$ cat config.mk
export PLATFORM = sky130hd
export DESIGN_NAME = cdi_host_bridge
export DESIGN_NICKNAME = d
export VERILOG_FILES = /design/src/common/cdi_host_pkg.sv /design/src/sdram_prep/sdram_prep_arbiter.sv /design/src/logic/worm_loader.sv /design/src/nvram/nvram_backup_policy.sv /design/src/nvram/nvram_transfer_fsm.sv /design/src/logic/cdi_host_bridge.sv
export SDC_FILE = /design/constraint.sdc
export NUM_CORES = 1
export LEC_CHECK = 0
export BUFFER_PORTS_ARGS = -buffer_cell sky130_fd_sc_hd__buf_2
export CAP_MARGIN = 20
export CORE_MARGIN = 5
export CORE_UTILIZATION = 40
export DETAILED_ROUTE_END_ITERATION = 16
export PLACE_DENSITY_LB_ADDON = 0.2
export SLEW_MARGIN = 15
export SYNTH_ARGS = -nofsm -noshare
export SYNTH_HDL_FRONTEND = slang
export SYNTH_HIERARCHICAL = 1
export SYNTH_SLANG_ARGS = --single-unit
$ cat constraint.sdc
create_clock -name clk_sys -period 3 [get_ports clk_sys]
set_input_delay 0.3 -clock clk_sys [delete_from_list [all_inputs] [get_ports clk_sys]]
set_output_delay 0.3 -clock clk_sys [all_outputs]
set_load 0.05 [all_outputs]
$ cat src/common/cdi_host_pkg.sv
package cdi_host_pkg;

    // ======================================================================
    // Widths with a meaning
    // ======================================================================

    typedef logic [24:0] sdram_addr_t;
    typedef logic [15:0] word16_t;
    typedef logic [7:0]  byte_t;
    typedef logic [24:0] host_addr_t;

    // Byte address into the 8 kB NvRAM or the slave WORM
    typedef logic [12:0] mem13_addr_t;

    // ======================================================================
    // Bundles
    // ======================================================================

    typedef struct packed {
        sdram_addr_t addr;
        word16_t     din;
        logic        rd;
        logic        wr;
        logic        word;
        logic        refresh;
        logic        burst;
    } sdram_req_t;

    // Host loader download port
    typedef struct packed {
        logic        download;
        logic        wr;
        host_addr_t  addr;
        word16_t     dout;
        logic [15:0] index;
    } host_dl_t;

    typedef struct packed {
        mem13_addr_t adr;
        byte_t       data;
        logic        wr;
    } worm_wr_t;

    // SD card sector buffer as seen from the host side
    typedef struct packed {
        logic [7:0] addr;
        logic       wr;
        word16_t    dout;
    } sd_buff_t;

    // ======================================================================
    // State machines
    // ======================================================================

    typedef enum logic [1:0] {
        ROM_DOWNLOAD = 2'd0,
        REFRESH      = 2'd1,
        IDLE         = 2'd2
    } sdram_owner_e;

    typedef enum logic [3:0] {
        NVRAM_IDLE         = 4'd0,
        NVRAM_WAIT_FOR_ACK = 4'd1,
        NVRAM_BACKUP0      = 4'd2,
        NVRAM_BACKUP1      = 4'd3,
        NVRAM_BACKUP2      = 4'd4,
        NVRAM_BACKUP3      = 4'd5,
        NVRAM_RESTORE0     = 4'd6,
        NVRAM_RESTORE1     = 4'd7,
        NVRAM_RESTORE2     = 4'd8
    } nvram_state_e;

    // Index bit 6 set means slave WORM, clear means main boot ROM
    localparam int SLAVE_SELECT_BIT = 6;

    localparam logic [2:0] ROM_REGION_PREFIX = 3'b001;

endpackage

$ cat src/sdram_prep/sdram_prep_arbiter.sv
`timescale 1ns/1ps

module sdram_prep_arbiter (
    input  logic                     clk_sys,
    input  logic                     cditop_reset,
    input  cdi_host_pkg::host_dl_t   dl,
    input  cdi_host_pkg::sdram_req_t core_req,
    input  logic                     sdram_busy,
    output cdi_host_pkg::sdram_req_t mem_req,
    output logic                     dl_overflow
);
    import cdi_host_pkg::*;

    sdram_owner_e owner;
    sdram_owner_e owner_q;
    sdram_owner_e owner_next;
    sdram_req_t   prep_req;
    logic         wr_latch;
    logic         busy_q;
    logic         reset_q = 1'b0;
    logic         reset_rise;
    logic         main_rom_wr;

    assign main_rom_wr = dl.wr && !dl.index[SLAVE_SELECT_BIT];

    // A new reset period starts a fresh download
    assign reset_rise = cditop_reset && !reset_q;

    // ======================================================================
    // Owner selection
    // ======================================================================

    always_comb begin
        owner_next = IDLE;
        if (cditop_reset) begin
            // Pending download word beats refresh
            owner_next = wr_latch ? ROM_DOWNLOAD : REFRESH;
        end

        // Keep the owner of the running access
        owner = sdram_busy ? owner_q : owner_next;
    end

    always_comb begin
        prep_req = '0;
        prep_req.word = 1'b1;

        case (owner)
            ROM_DOWNLOAD: begin
                // Host sends little endian, the 68k side wants big endian
                prep_req.addr = {ROM_REGION_PREFIX, dl.addr[21:1], 1'b0};
                prep_req.din  = {dl.dout[7:0], dl.dout[15:8]};
                // Skip the first idle cycle after a finished access
                prep_req.wr   = !busy_q;
            end
            REFRESH: begin
                prep_req.rd      = 1'b1;
                prep_req.refresh = 1'b1;
            end
            default: begin
                prep_req.rd = 1'b0;
            end
        endcase

        if (sdram_busy) begin
            prep_req.rd = 1'b0;
            prep_req.wr = 1'b0;
        end
    end

    // Core only sees the memory outside reset
    assign mem_req = cditop_reset ? prep_req : core_req;

    // ======================================================================
    // Download latch and overflow
    // ======================================================================

    always_ff @(posedge clk_sys) begin
        reset_q <= cditop_reset;
        busy_q  <= sdram_busy;

        if (reset_rise) begin
            owner_q     <= IDLE;
            wr_latch    <= 1'b0;
            dl_overflow <= 1'b0;
        end else begin
            owner_q <= owner;

            // Host word arrived before the previous one was stored
            if (wr_latch && dl.wr) begin
                dl_overflow <= 1'b1;
            end

            // Write finished once busy drops
            if (owner_q == ROM_DOWNLOAD && busy_q && !sdram_busy) begin
                wr_latch <= 1'b0;
            end
        end

        if (cditop_reset && main_rom_wr) begin
            wr_latch <= 1'b1;
        end
    end

endmodule

$ cat src/logic/worm_loader.sv
`timescale 1ns/1ps

module worm_loader (
    input  logic                   clk_sys,
    input  cdi_host_pkg::host_dl_t dl,
    output cdi_host_pkg::worm_wr_t worm
);
    import cdi_host_pkg::*;

    logic  slave_wr;
    logic  slave_wr_q;
    byte_t upper_byte;

    assign slave_wr = dl.wr && dl.index[SLAVE_SELECT_BIT];

    // Two byte writes per host word
    always_ff @(posedge clk_sys) begin
        slave_wr_q <= slave_wr;
        worm.wr    <= slave_wr || slave_wr_q;

        if (slave_wr) begin
            // Lower byte goes out first
            worm.adr   <= dl.addr[12:0];
            worm.data  <= dl.dout[7:0];
            upper_byte <= dl.dout[15:8];
        end else begin
            // Then the upper byte at the odd address
            worm.data   <= upper_byte;
            worm.adr[0] <= 1'b1;
        end
    end

endmodule

$ cat src/nvram/nvram_backup_policy.sv
`timescale 1ns/1ps

module nvram_backup_policy #(
    parameter int BOOT_IGNORE_CYCLES = 120_000_000
) (
    input  logic        clk_sys,
    input  logic        cditop_reset,
    input  logic        nvram_media_change,
    input  logic [63:0] img_size,
    input  logic        nvram_cpu_changed,
    input  logic        backup_start,
    output logic        img_mount,
    output logic        backup_pending
);

    localparam int CNT_W = (BOOT_IGNORE_CYCLES > 1) ? $clog2(BOOT_IGNORE_CYCLES + 1) : 1;

    logic [CNT_W-1:0] ignore_cnt;

    // Survives a console reset, only a media change updates it
    logic image_mounted = 1'b0;

    assign img_mount = nvram_media_change && (img_size != 64'd0);

    always_ff @(posedge clk_sys) begin
        if (nvram_media_change) begin
            image_mounted <= (img_size != 64'd0);
        end
    end

    // ======================================================================
    // Pending backup flag
    // ======================================================================

    always_ff @(posedge clk_sys) begin
        if (cditop_reset) begin
            backup_pending <= 1'b0;
            ignore_cnt     <= CNT_W'(BOOT_IGNORE_CYCLES);
        end else begin
            if (ignore_cnt != '0) begin
                // OS writes NvRAM while booting, those are not worth a backup
                ignore_cnt <= ignore_cnt - 1'b1;
            end else if (nvram_cpu_changed && image_mounted) begin
                backup_pending <= 1'b1;
            end

            // Cleared when the backup starts so a later change can queue another
            if (backup_start) begin
                backup_pending <= 1'b0;
            end
        end
    end

endmodule

$ cat src/nvram/nvram_transfer_fsm.sv
`timescale 1ns/1ps

module nvram_transfer_fsm (
    input  logic                      clk_sys,
    input  logic                      cditop_reset,
    input  logic                      img_mount,
    input  logic                      backup_pending,
    input  logic                      osd_status,
    input  logic                      nvram_hps_ack,
    input  cdi_host_pkg::sd_buff_t    sd_buff,
    input  cdi_host_pkg::byte_t       nvram_backup_data,
    output logic                      nvram_hps_rd,
    output logic                      nvram_hps_wr,
    output cdi_host_pkg::word16_t     nvram_hps_din,
    output cdi_host_pkg::mem13_addr_t nvram_backup_restore_adr,
    output cdi_host_pkg::byte_t       nvram_restore_data,
    output logic                      nvram_restore_write,
    output logic                      nvram_allow_cpu_access,
    output logic                      backup_start
);
    import cdi_host_pkg::*;

    nvram_state_e state;
    word16_t      restore_word;
    logic         osd_q;
    logic         buff_addr0_q;

    // CPU owns the NvRAM whenever no transfer runs
    assign nvram_allow_cpu_access = (state == NVRAM_IDLE);

    // Backup on OSD open, a fresh mount has priority
    assign backup_start = (state == NVRAM_IDLE) && !img_mount && backup_pending
                          && osd_status && !osd_q;

    // Even address takes the low byte
    assign nvram_restore_data = nvram_backup_restore_adr[0] ? restore_word[15:8]
                                                            : restore_word[7:0];

    always_ff @(posedge clk_sys) begin
        osd_q        <= osd_status;
        buff_addr0_q <= sd_buff.addr[0];

        if (cditop_reset) begin
            state                    <= NVRAM_IDLE;
            nvram_hps_rd             <= 1'b0;
            nvram_hps_wr             <= 1'b0;
            nvram_restore_write      <= 1'b0;
            nvram_backup_restore_adr <= '0;
        end else begin
            nvram_restore_write <= 1'b0;

            if (nvram_hps_ack) begin
                nvram_hps_rd <= 1'b0;
                nvram_hps_wr <= 1'b0;
            end

            case (state)
                NVRAM_IDLE: begin
                    nvram_backup_restore_adr <= '0;
                    if (img_mount) begin
                        nvram_hps_rd <= 1'b1;
                        state        <= NVRAM_WAIT_FOR_ACK;
                    end else if (backup_start) begin
                        nvram_hps_wr <= 1'b1;
                        state        <= NVRAM_WAIT_FOR_ACK;
                    end
                end
                NVRAM_WAIT_FOR_ACK: begin
                    if (nvram_hps_ack) begin
                        if (nvram_hps_rd) state <= NVRAM_RESTORE0;
                        if (nvram_hps_wr) state <= NVRAM_BACKUP0;
                    end
                end

                // ==========================================================
                // Backup, NvRAM read data lags the address by one cycle
                // ==========================================================
                NVRAM_BACKUP0: begin
                    nvram_backup_restore_adr <= nvram_backup_restore_adr + 1'b1;
                    state                    <= NVRAM_BACKUP1;
                end
                NVRAM_BACKUP1: begin
                    nvram_hps_din[7:0]       <= nvram_backup_data;
                    nvram_backup_restore_adr <= nvram_backup_restore_adr + 1'b1;
                    state                    <= NVRAM_BACKUP2;
                end
                NVRAM_BACKUP2: begin
                    nvram_hps_din[15:8] <= nvram_backup_data;
                    state               <= NVRAM_BACKUP3;
                end
                NVRAM_BACKUP3: begin
                    // Host took the word, fetch the next one
                    if (buff_addr0_q != sd_buff.addr[0]) begin
                        nvram_backup_restore_adr <= nvram_backup_restore_adr + 1'b1;
                        state                    <= NVRAM_BACKUP1;
                    end
                    if (!nvram_hps_ack) begin
                        state <= NVRAM_IDLE;
                    end
                end

                // ==========================================================
                // Restore, one buffer word becomes two byte writes
                // ==========================================================
                NVRAM_RESTORE0: begin
                    if (sd_buff.wr) begin
                        restore_word        <= sd_buff.dout;
                        nvram_restore_write <= 1'b1;
                        state               <= NVRAM_RESTORE1;
                    end
                    if (!nvram_hps_ack) begin
                        state <= NVRAM_IDLE;
                    end
                end
                NVRAM_RESTORE1: begin
                    nvram_restore_write      <= 1'b1;
                    nvram_backup_restore_adr <= nvram_backup_restore_adr + 1'b1;
                    state                    <= NVRAM_RESTORE2;
                end
                NVRAM_RESTORE2: begin
                    nvram_backup_restore_adr <= nvram_backup_restore_adr + 1'b1;
                    state                    <= NVRAM_RESTORE0;
                end
                default: begin
                    state <= NVRAM_IDLE;
                end
            endcase
        end
    end

endmodule

$ cat src/logic/cdi_host_bridge.sv
`timescale 1ns/1ps

module cdi_host_bridge #(
    // 4 s at 30 MHz
    parameter int BOOT_IGNORE_CYCLES = 120_000_000
) (
    input  logic                      clk_sys,
    input  logic                      cditop_reset,

    // Host loader and SDRAM
    input  cdi_host_pkg::host_dl_t    dl,
    input  cdi_host_pkg::sdram_req_t  core_req,
    input  logic                      sdram_busy,
    output cdi_host_pkg::sdram_req_t  mem_req,
    output logic                      dl_overflow,
    output cdi_host_pkg::worm_wr_t    worm,

    // SD card image side
    input  cdi_host_pkg::sd_buff_t    sd_buff,
    input  logic                      nvram_hps_ack,
    input  logic [63:0]               img_size,
    input  logic                      nvram_media_change,
    input  logic                      osd_status,
    output logic                      nvram_hps_rd,
    output logic                      nvram_hps_wr,
    output cdi_host_pkg::word16_t     nvram_hps_din,

    // NvRAM byte port of the console
    input  logic                      nvram_cpu_changed,
    input  cdi_host_pkg::byte_t       nvram_backup_data,
    output cdi_host_pkg::mem13_addr_t nvram_backup_restore_adr,
    output cdi_host_pkg::byte_t       nvram_restore_data,
    output logic                      nvram_restore_write,
    output logic                      nvram_allow_cpu_access,
    output logic                      led_user
);

    logic img_mount;
    logic backup_pending;
    logic backup_start;

    sdram_prep_arbiter u_sdram_prep_arbiter (
        .clk_sys      (clk_sys),
        .cditop_reset (cditop_reset),
        .dl           (dl),
        .core_req     (core_req),
        .sdram_busy   (sdram_busy),
        .mem_req      (mem_req),
        .dl_overflow  (dl_overflow)
    );

    worm_loader u_worm_loader (
        .clk_sys (clk_sys),
        .dl      (dl),
        .worm    (worm)
    );

    nvram_backup_policy #(
        .BOOT_IGNORE_CYCLES (BOOT_IGNORE_CYCLES)
    ) u_nvram_backup_policy (
        .clk_sys            (clk_sys),
        .cditop_reset       (cditop_reset),
        .nvram_media_change (nvram_media_change),
        .img_size           (img_size),
        .nvram_cpu_changed  (nvram_cpu_changed),
        .backup_start       (backup_start),
        .img_mount          (img_mount),
        .backup_pending     (backup_pending)
    );

    nvram_transfer_fsm u_nvram_transfer_fsm (
        .clk_sys                  (clk_sys),
        .cditop_reset             (cditop_reset),
        .img_mount                (img_mount),
        .backup_pending           (backup_pending),
        .osd_status               (osd_status),
        .nvram_hps_ack            (nvram_hps_ack),
        .sd_buff                  (sd_buff),
        .nvram_backup_data        (nvram_backup_data),
        .nvram_hps_rd             (nvram_hps_rd),
        .nvram_hps_wr             (nvram_hps_wr),
        .nvram_hps_din            (nvram_hps_din),
        .nvram_backup_restore_adr (nvram_backup_restore_adr),
        .nvram_restore_data       (nvram_restore_data),
        .nvram_restore_write      (nvram_restore_write),
        .nvram_allow_cpu_access   (nvram_allow_cpu_access),
        .backup_start             (backup_start)
    );

    // LED lit while a backup is still owed
    assign led_user = backup_pending;

endmodule

==> After elaboration in Yosys (flattened, before gate mapping) <==
Index checks and enable logic that the tools add are counted.
Widths: inputs -> output; s select.
{ "totals": {"regBits": 120, "inputBits": 209, "out_inout_bits": 111, "elab_cells": 112} }
{ "op_classes": {"n_addsub": 2, "eq_ne": 16, "n_mux": 33, "n_bitwise": 2, "reduce_logical": 35} }
{ "op_table": {"columns": ["op", "count"], "rows": [
  ["$reduce_bool 64->1", 1],
  ["$mux 46", 1],
  ["$mux 39", 1],
  ["$pmux 13 s3", 1],
  ["$mux 4", 9],
  ["$pmux 4 s9", 1],
  ["$reduce_bool 27->1", 1],
  ["$sub 27x1->27 const B", 1],
  ["$eq 4x3->1 const B", 4],
  ["$mux 8", 2],
  ["$add 13x1->13 const B", 1],
  ["$logic_and 1x1->1", 13],
  ["$mux 1", 13],
  ["$mux 13", 1],
  ["$eq 4x2->1 const B", 2],
  ["$reduce_and 2->1", 4],
  ["$logic_not 1->1", 6],
  ["$mux 2", 3],
  ["$ne 3x1->1 const B", 2],
  ["$reduce_and 5->1", 1],
  ["$eq 4x1->1 const B", 1],
  ["$eq 4x4->1 const B", 1],
  ["$logic_not 2->1", 2],
  ["$logic_not 4->1", 1],
  ["14 further kinds", 15]
]} }

==> Longest topological paths before layout <==
Gate-level depths: netlist of run 1.
{ "depth": {"word_depth": 10, "mapped_depth": 9, "depth_no_buf": 8} }

==> Modules after synthesis <==
Netlist of run 1, hierarchy kept.
{ "modules_own_cells": {"columns": ["module", "n_inst", "cells_each", "area_per_inst_um2", "seq_area_each_um2"], "rows": [
  ["nvram_transfer_fsm", 1, 177, 2197.1, 1401.3],
  ["nvram_backup_policy", 1, 188, 1635.3, 590.6],
  ["sdram_prep_arbiter", 1, 128, 1137.3, 120.1],
  ["worm_loader", 1, 44, 968.4, 820.8]
]} }

==> Worst setup path after synthesis of run 1 <==
No wires, ideal clock.
{ "synth_timing": {"path_kind": "reg2reg", "startpoint": "register u_nvram_transfer_fsm.state[0]", "endpoint": "register u_nvram_transfer_fsm.restore_word[0] (enable)", "setup_time_ns": 0.433, "arrival_time_ns": 2.273, "t_required_ns": 2.567, "slack_ns": 0.294, "stages_incl_launch_ff": 3, "n_path_buf": 1, "synth_period_minus_slack_ns": 2.706, "cell_sequence": "dfxtp_1 -> clkbuf_1 -> nor4_1"} }
{ "synth_between": {"elab_chain_cells": 2} }
{ "synth_rtl": {"columns": ["element", "line_no", "source"], "rows": [
  ["start: declaration", "nvram_transfer_fsm.sv:23", "nvram_state_e state;"],
  ["start signal: assignment", "nvram_transfer_fsm.sv:44", "state <= NVRAM_IDLE;"],
  ["start signal: assignment", "nvram_transfer_fsm.sv:62", "state <= NVRAM_WAIT_FOR_ACK;"],
  ["start signal: assignment", "nvram_transfer_fsm.sv:65", "state <= NVRAM_WAIT_FOR_ACK;"],
  ["$eq 4x3->1", "nvram_transfer_fsm.sv:57", "case (state)"],
  ["$reduce_and 3->1 (no line)", null, null],
  ["end signal: assignment", "nvram_transfer_fsm.sv:107", "restore_word <= sd_buff.dout;"],
  ["end: declaration", "nvram_transfer_fsm.sv:24", "word16_t restore_word;"]
]} }
No other way between the ends.
A chain may end at the register's enable or synchronous reset.

==> results of run 1 <==
[through the flow]
stage	cells	power (uW)	setup WS [ps]
finish	1029	5390	558
global route	1029	5630	420
CTS	1026	5440	547
floorplan	537	3150	294
detailed placement	993	3550	533
global placement	993	3520	619
[timing repair]
item	CTS	global route
resized for setup	0	0
hold buffers	1	0
endpoints found under the hold margin	1	0
buffers inserted	0	0
[per-layer routing]
layer / global-route usage [%] / vias up / share of wire, %
met3: 8.44 / 27 / 8.9
met1: 23.5 / 2498 / 41
met4: 8.57 / 2 / 2.3
met5: 0 / - / 0.072
met2: 32.1 / 207 / 48
li1: - / 2604 / -
[cell families after synthesis]
logic type               after synthesis
AND/OR/NAND/NOR                      194
flip-flops                           120
AO/OA/AOI/OAI                         83
multiplexers                          61
buffers and inverters                 50
XOR/XNOR                              26
adder cells (fa/ha/maj)                3
[layout make-up]
cell class	count	area [um^2]	area share (%)
diodes	3	7.51	0.0925
clock buffers	22	475	5.86
clock inverters	10	76.3	0.941
inverters	14	52.6	0.648
multi-input cells	367	2730	33.7
flip-flops and latches	120	2930	36.2
well taps	184	230	2.84
repair buffers	309	1600	19.8
[synthesized netlist by cell type (3+ instances only)]
library cell  instances  area share [%]
a21oi_1              14             1.2
a31oi_1              19             2.0
a31oi_2              20             4.2
buf_2                15             1.3
buf_6                 9             1.7
clkbuf_1             10            0.63
dfxtp_1              67              23
edfxtp_1             53              27
ha_1                  3            0.63
inv_1                13            0.82
mux2_2               11             2.1
mux2_4                7             1.8
mux2i_1              41             6.9
nand2_1              22             1.4
nand2b_1              8            0.84
nand3_1               9            0.76
nand4_1               8            0.84
nor2_1               41             2.6
nor2b_1              11             1.2
nor3_1               13             1.1
nor4_1               33             3.5
nor4_2                5             1.1
o21ai_0              10            0.84
o31ai_1               4            0.51
or2_2                 7            0.74
or3_1                 8            0.84
or4_1                 5            0.63
xnor2_1              21             3.1
xor2_1                5            0.74
[report_power, final]
part           total (uW)  switching (uW)  internal, uW  leakage (uW)
Sequential           1970             138          1830       0.00104
Combinational        1550            1040           503       0.00215
Clock                1870             673          1200      0.000282
Total                5390            1850          3530       0.00347
[flip-flops by register name, summed over array words and instances, names as in the netlist, 2 cells and up]
| signal | cells |
|---|---|
| u_nvram_backup_policy/ignore_cnt | 27 |
| u_worm_loader/worm | 22 |
| u_nvram_transfer_fsm/nvram_hps_din | 16 |
| u_nvram_transfer_fsm/restore_word | 16 |
| u_nvram_transfer_fsm/nvram_backup_restore_adr | 13 |
| u_worm_loader/upper_byte | 8 |
| u_nvram_transfer_fsm/state | 4 |
| u_sdram_prep_arbiter/owner_q | 2 |
[path summary, 6_finish.rpt]
check	end	startpoint	cells after the start
max	mem_req[31]	u_sdram_prep_arbiter/wr_latch	3
min	u_nvram_transfer_fsm/buff_addr0_q	sd_buff[17]	1
max reg2reg	u_nvram_backup_policy/ignore_cnt[15]	u_nvram_backup_policy/ignore_cnt[5]	6
min reg2reg	u_worm_loader/worm[0]	u_worm_loader/slave_wr_q	1
==> impl_metrics.yaml, run 1 <==
status:
  status: "finished, final reports clean"
timing:
  fmax_mhz: 409
  fin_skew_ps: 6.73
  period_minus_slack_ps: 2440
  relSlewSlack_pct: 33.6
  fin_crit_sh_pct: 81.4
  maxSlewViolCount: 0
  setup-violations-final: 0
  whs_ps: 30.3
  hold_viol: 0
  worstMarginPinSlew_ps: 996
  rsz0062_at_grt: "no"
  fin_setup_tns_ps: 0
setup_path:
  slowest_delay_ps: 570
  critical_path_buf_inv_count: 1
  crit_slowest_cell: "nand2b_2"
  r2r_slack_ps: 710
  path_class: "reg -> out"
  critical_path_arrival_ps: 2140
  cp-end-kind: "output port"
  worst-path-max-fanout: 39
  crit_chain: "nand2b_2 -> a31oi_2 -> buf_2"
  cp_top_family: "simple AND/OR/NAND/NOR gates"
  cp_data_required_time_ps: 2700
  start_kind: "flip-flop"
die:
  boundaryPins: 320
  die_w_um: 132
  placementRows: 44
  start_util_pct: 40.9
  dieArea_mm2: 0.0174
  fp.coreArea_mm2: 0.0145
  die_h_um: 132
placement:
  place_area_mm2: 0.00754
  dp_hpwl_um: 14300
  gp_congestion: 0.912
  portBuffers: 293
pwr:
  leakage_uw: 0.00347
  power.density_mw_per_mm2: 664
  ir_worst_vdd_v: 0.000465
global_route:
  track_usage_pct: 20.0
  grt_pass1_vias: 5434
  grt_overflow: 0
  antenna_found_initial: 5
  grt_pass1_wl_um: 28100
  grt_max_degree: 40
synth:
  synth_mux_area_share_pct: 11.1
  yosysSeqAreaShare_pct: 49.4
  ys_warn_count: 6
  synthSimpleGateAreaFrac_pct: 19.3
  ys_seq_elements: 120
  synth-compound-area-share_pct: 11.0
  synth_nets: 749
  synthDistinctLibCells: 60
  async_flop_share_pct: 0
  synth-edff-count: 53
  syn_avg_cell_area_um2: 11.1
  yosys.area_share.adder_pct: 0.632
  synth_xor_area_share_pct: 3.83
  synth-main-ff-cell: "dfxtp_1"
  synth_top_family_by_area: "simple AND/OR/NAND/NOR gates"
  syn_area_mm2: 0.00594
  synthCells: 537
finish:
  final_nets: 1041
  final_area_mm2: 0.00811
  layout_common_cells: "buf_2, dfxtp_1, edfxtp_1, nor2_1, mux2i_1"
  final_core_util_pct: 55.8
  layout-drive-gt1-share_pct: 47.6
  nFillCells: 1301
  final_common_cell: "buf_2"
  area_growth_pct: 36.6
min_path:
  hold_path.class: "in -> reg"
cts:
  cts_tree: "done"
  cts_root_buf: "clkbuf_16"
  htreeDepth: 4
  insertion_delay_ps: 400
  clk_pin_slew_ps: 50
  cts_num_sinks: 120
  clk_path_buf_depth: 2
  cts_buffers: 17
route:
  drt-total-wl_um: 18100
  route.antenna.remaining_nets: 0
  drc: 0
  via_count: 5338
  first_pass_iters: 4
  drtIter0Drc: 340
  wire_per_inst_um: 17.6
  avgViaCountPerCell: 5.19
run:
  maxCapViolCount: 0
No activity file was read; power rests on OpenSTA's default activity.
==> run 2, diff against run 1 <==
- ABC_AREA: not set -> 1
- clock period: 3 -> 2.1 ns (I/O delays scaled with it)
==> impl_metrics.yaml, run 2 <==
status:
  status: "finished, final reports clean"
die:
  start_util_pct: 40.7
  placementRows: 46
  die_w_um: 137
  die_h_um: 137
  boundaryPins: 320
  dieArea_mm2: 0.0188
  fp.coreArea_mm2: 0.0159
pwr:
  power_switching_uw: 2980
  pwr-share-clk_pct: 38.8
  intPower_uw: 5540
  p_comb_share_pct: 29.2
  power.density_mw_per_mm2: 927
  swShare_pct: 35.0
  leakage_uw: 0.00443
  ir_worst_vdd_v: 0.000912
  total_power_uw: 8520
  pwr-share-seq_pct: 32.0
cts:
  clk_path_buf_depth: 2
  insertion_delay_ps: 410
  cts_root_buf: "clkbuf_16"
  cts_tree: "done"
  cts_setup_buffers: 0
  cts_buffers: 17
  cts_num_sinks: 120
  clk_pin_slew_ps: 50
  htreeDepth: 4
placement:
  place_area_mm2: 0.00805
  portBuffers: 293
  gp_congestion: 0.894
  dp_hpwl_um: 15000
  post-place-ws_ps: 240
setup_path:
  cp-end-kind: "output port"
  crit_chain: "inv_1 -> nand3_4 -> nand4_1 -> nand2_1 -> buf_2"
  start_kind: "flip-flop"
  worst-path-max-fanout: 20
  critical_path_arrival_ps: 1720
  slowest_delay_ps: 320
  cp_data_required_time_ps: 1890
  path_class: "reg -> out"
  crit_slowest_cell: "dfxtp_1"
route:
  first_pass_iters: 5
  route.antenna.remaining_nets: 0
  wire_per_inst_um: 14.2
  drt-total-wl_um: 20200
  drc: 0
  avgViaCountPerCell: 4.73
  drtIter0Drc: 377
  via_count: 6731
synth:
  synthCells: 856
  synth_most_common_cell: "nand2_1"
  synth-edff-count: 53
  synthTopCellsByArea: "edfxtp_1, dfxtp_1, nand2_1"
  yosysSeqAreaShare_pct: 45.4
  synth_top_area_share_pct: 24.6
  synth_nets: 1068
  yosys.area.top_type: "edfxtp_1"
  synthDistinctLibCells: 43
  async_flop_share_pct: 0
  syn_avg_cell_area_um2: 7.55
  ys_seq_elements: 120
  syn_area_mm2: 0.00646
  ys_warn_count: 6
  synth-main-ff-cell: "dfxtp_1"
  synth_commonest_cells: "nand2_1, nor2_1, dfxtp_1"
global_route:
  grt_pass1_vias: 6343
  grt_busiest_layer: "met2"
  grt_max_degree: 43
  track_usage_pct: 20.3
  grtUsageMet3_pct: 5.00
  antenna_found_initial: 0
  grt_pass1_wl_um: 30500
  use_met2_pct: 34.2
  grtUsageMet1_pct: 26.1
  grt_overflow: 0
timing:
  fin_skew_ps: 9.35
  period_minus_slack_ps: 1930
  fin_crit_sh_pct: 92.0
  whs_ps: 9.68
  fmax_mhz: 517
  hold_viol: 0
  rsz0062_at_grt: "no"
  worstMarginPinSlew_ps: 978
  worst_slack_ps: 167
  relSlewSlack_pct: 34.6
  setup-violations-final: 0
  maxSlewViolCount: 0
  fin_setup_tns_ps: 0
finish:
  largest-register: "u_nvram_backup_policy/ignore_cnt"
  reg.largest.list: "u_nvram_backup_policy/ignore_cnt x27, u_worm_loader/worm x22"
  layout-drive-gt1-share_pct: 34.0
  nFillCells: 1539
  diodes: 0
  area_growth_pct: 42.2
  multi_input_area_mm2: 0.00300
  final_common_cell: "buf_2"
  layout_common_cells: "buf_2, nand2_1, nor2_1, dfxtp_1, inv_1"
  final_nets: 1406
  final_area_mm2: 0.00919
  largest_register_ffs: 27
  regArea_mm2: 0.00293
run:
  maxCapViolCount: 0
min_path:
  hold_path.class: "in -> reg"
run 2: cell count changes after synthesis, moves of 20 or more:
| cell | change |
|---|---|
| inv_1 | +48 |
| nand3_1 | +38 |
| nor2_1 | +105 |
| a31oi_2 | -20 |
| nand2_2 | +22 |
| xnor2_1 | -20 |
| nand2_1 | +248 |
| mux2i_1 | -41 |
| nor4_1 | -32 |
| nand4_1 | +50 |
run 2: area by class of cell:
| cell class | instances | share of cell area [%] |
|---|---|---|
| multi-input cells | 629 | 32.7 |
| flip-flops and latches | 120 | 31.9 |
| repair buffers | 347 | 21.9 |
| clock buffers | 17 | 4.63 |
| inverters | 79 | 3.29 |
| well taps | 216 | 2.94 |
| clock inverters | 15 | 2.70 |
run 2: stage by stage:
step           util, %  instances
5_1_grt           57.9       1423
6_report          57.9       1423
3_5_place_dp      50.7       1345
4_1_cts           57.8       1422
2_1_floorplan        -        856
3_3_place_gp      50.7       1345
run 2: path summary, 6_finish.rpt:
check                                start                                      to  slack, ps  cells past startpoint
max          u_sdram_prep_arbiter/wr_latch                             mem_req[15]        170                      5
min                                 dl[24]             u_worm_loader/upper_byte[0]         10                      1
min reg2reg       u_worm_loader/slave_wr_q                   u_worm_loader/worm[0]        400                      2
max reg2reg  u_nvram_transfer_fsm/state[2]  u_nvram_transfer_fsm/nvram_hps_din[11]        280                      4
run 2: logic make-up (layout without fill, tap and decap cells):
logic type | after synthesis | in the layout | share of synthesized area [%]
and+or+nand+nor | 577 | 578 | 40.4
buffers and inverters | 108 | 458 | 8.44
AOI/OAI and AO/OA | 39 | 39 | 3.97
xor gates and xnor gates | 9 | 9 | 1.22
DFF | 120 | 120 | 45.4
adders and majority gates | 3 | 3 | 0.581
run 2: worst max-delay path: cells and delay by family, from the launching register on:
| family | cells | cell delay [ps] |
|---|---|---|
| AND/OR/NAND/NOR | 3 | 600 |
| buffers and inverters | 2 | 380 |
| flip-flops | 1 | 320 |
run 2: what timing repair did:
item	in CTS	in global routing
endpoints found under the setup margin	0	20
hold endpoints to repair	52	0
gates resized for setup	0	1
hold buffers	45	0
run 2: per-layer routing:
metal,part of all wire [%],up-vias
met5,0,-
met4,1.3,0
met3,6.7,29
met2,49,240
met1,43,3005
li1,-,3457
run 2: power groups by stage:
stage | Combinational (uW) | Sequential, uW | Clock, uW
final | 2480 | 2730 | 3310
after global routing | 2690 | 2740 | 3480
after CTS | 2480 | 2730 | 3370
after detailed placement | 2400 | 2770 | 0
after global placement | 2390 | 2770 | 0
after floorplan | 1610 | 2980 | 0
==> run 3, diff against run 2 <==
- CORE_ASPECT_RATIO: not set -> 0.5
==> impl_metrics.yaml, run 3 (synthesized netlist as in run 2, its figures left out) <==
timing:
  period_minus_slack_ps: 1900
  relSlewSlack_pct: 63.8
  fin_skew_ps: 9.13
  rsz0062_at_grt: "no"
  fin_setup_tns_ps: 0
  fin_crit_sh_pct: 90.4
  worstMarginPinSlew_ps: 542
  hold_viol: 0
  maxSlewViolCount: 0
  setup-violations-final: 0
  whs_ps: 31.9
  fmax_mhz: 527
setup_path:
  rr_endpoint: "u_nvram_transfer_fsm/restore_word[0]"
  worst-path-max-fanout: 26
  crit_chain: "a21oi_4 -> buf_4 -> nand4_1 -> nand2_1 -> buf_2"
  cp_data_required_time_ps: 1890
  slowest_delay_ps: 340
  cp-end-kind: "output port"
  r2r_slack_ps: 480
  cp_top_family: "buffers and inverters"
  critical_path_arrival_ps: 1690
  reg2regPathDepth: 5
  r2r_start: "u_nvram_transfer_fsm/state[1]"
  path_class: "reg -> out"
  crit_slowest_cell: "dfxtp_1"
  start_kind: "flip-flop"
  critical_path_buf_inv_count: 2
cts:
  cts_tree: "done"
  cts_buffers: 17
  cts_setup_buffers: 0
  clk_pin_slew_ps: 60
  htreeDepth: 4
  insertion_delay_ps: 410
  clk_path_buf_depth: 2
  cts_root_buf: "clkbuf_16"
  cts_num_sinks: 120
global_route:
  antenna_found_initial: 0
  grt_pass1_vias: 6540
  grt_busiest_layer: "met2"
  use_met2_pct: 35.9
  track_usage_pct: 20.2
  grt_max_degree: 41
  grtUsageMet3_pct: 5.07
  grt_pass1_wl_um: 31400
  grt_overflow: 0
  grtUsageMet1_pct: 24.9
route:
  drc: 0
  drt-total-wl_um: 20100
  first_pass_iters: 5
  route.antenna.remaining_nets: 0
  wire_per_inst_um: 14.2
  avgViaCountPerCell: 4.87
  drtIter0Drc: 410
  via_count: 6880
die:
  boundaryPins: 320
  dieArea_mm2: 0.0190
  die_w_um: 190
  start_util_pct: 41.4
  placementRows: 32
  die_h_um: 99.9
  fp.coreArea_mm2: 0.0156
finish:
  nFillCells: 1417
  final_common_cell: "buf_2"
  diodes: 0
  layout-drive-gt1-share_pct: 34.0
  area_growth_pct: 40.4
  largest_register_ffs: 27
  layout_common_cells: "buf_2, nand2_1, nor2_1, dfxtp_1, inv_1"
  final_nets: 1409
  reg.largest.list: "u_nvram_backup_policy/ignore_cnt x27, u_worm_loader/worm x22"
  largest-register: "u_nvram_backup_policy/ignore_cnt"
min_path:
  hold_depth: 1
  hp-start: "sdram_busy"
  holdPathEnd: "u_sdram_prep_arbiter/busy_q"
  hold_path.class: "in -> reg"
pwr:
  power.density_mw_per_mm2: 872
  ir_worst_vdd_v: 0.000546
  total_power_uw: 7910
  leakage_uw: 0.00437
placement:
  gp_congestion: 0.860
  portBuffers: 293
  dp_hpwl_um: 14700
status:
  status: "finished, final reports clean"
run:
  maxCapViolCount: 0
-- run 3: worst max-delay path by stage --
stage                               startpoint                                   end  slack (ps)  cells after the start
5_1_grt        u_sdram_prep_arbiter/owner_q[1]                           mem_req[13]          90                      5
2_1_floorplan    u_nvram_transfer_fsm/state[1]  u_nvram_transfer_fsm/restore_word[0]         260                      4
3_3_place_gp                       img_size[9]  u_nvram_backup_policy/backup_pending         160                     10
6_report       u_sdram_prep_arbiter/owner_q[1]                            mem_req[3]         200                      5
4_1_cts          u_sdram_prep_arbiter/wr_latch                           mem_req[40]         100                      5
3_5_place_dp                       img_size[9]  u_nvram_backup_policy/backup_pending         130                     10
-- run 3: where the power goes --
| group | switching [uW] | total (uW) | internal, uW |
|---|---|---|---|
| registers | 121 | 2720 | 2600 |
| clock network | 1120 | 2740 | 1630 |
| logic | 1760 | 2440 | 681 |
| total | 3000 | 7910 | 4910 |
-- run 3: worst register-to-register path, cell delays in order (launching register included) --
cell,delay (ps)
dfxtp_1,440
inv_2,110
nor2_1,210
nand3_1,150
nor2_1,140
buf_4,260
-- run 3: layer usage --
metal | part of all wire, % | routed length [um]
met2 | 48 | 9760
met1 | 42 | 8500
met5 | 0 | 0
met4 | 1.2 | 250
met3 | 8.0 | 1620
-- run 3: area by class of cell --
cell class / count / area, um^2 / share of cell area [%]
sequential: 120 / 2930 / 32.3
tap: 204 / 255 / 2.81
clock buffer: 17 / 425 / 4.69
inverter: 79 / 303 / 3.34
multi-input combinational: 629 / 3000 / 33.1
clock inverter: 15 / 129 / 1.42
timing repair buffer: 350 / 2020 / 22.3
-- run 3: timing repair --
item                       in CTS  in global routing
resized for setup               0                  1
hold buffers                   47                  0
setup endpoints to repair       0                  2
hold endpoints to repair       55                  0
-- run 3: stage by stage --
step | util (%) | setup WS, ps | area [um^2] | instances
after floorplan | - | 256 | 6460 | 856
after global placement | 51.4 | 155 | 8030 | 1334
after detailed placement | 51.4 | 128 | 8030 | 1334
after CTS | 58.0 | 103 | 9050 | 1413
after global routing | 58.1 | 91.9 | 9070 | 1414
final | 58.1 | 202 | 9070 | 1414
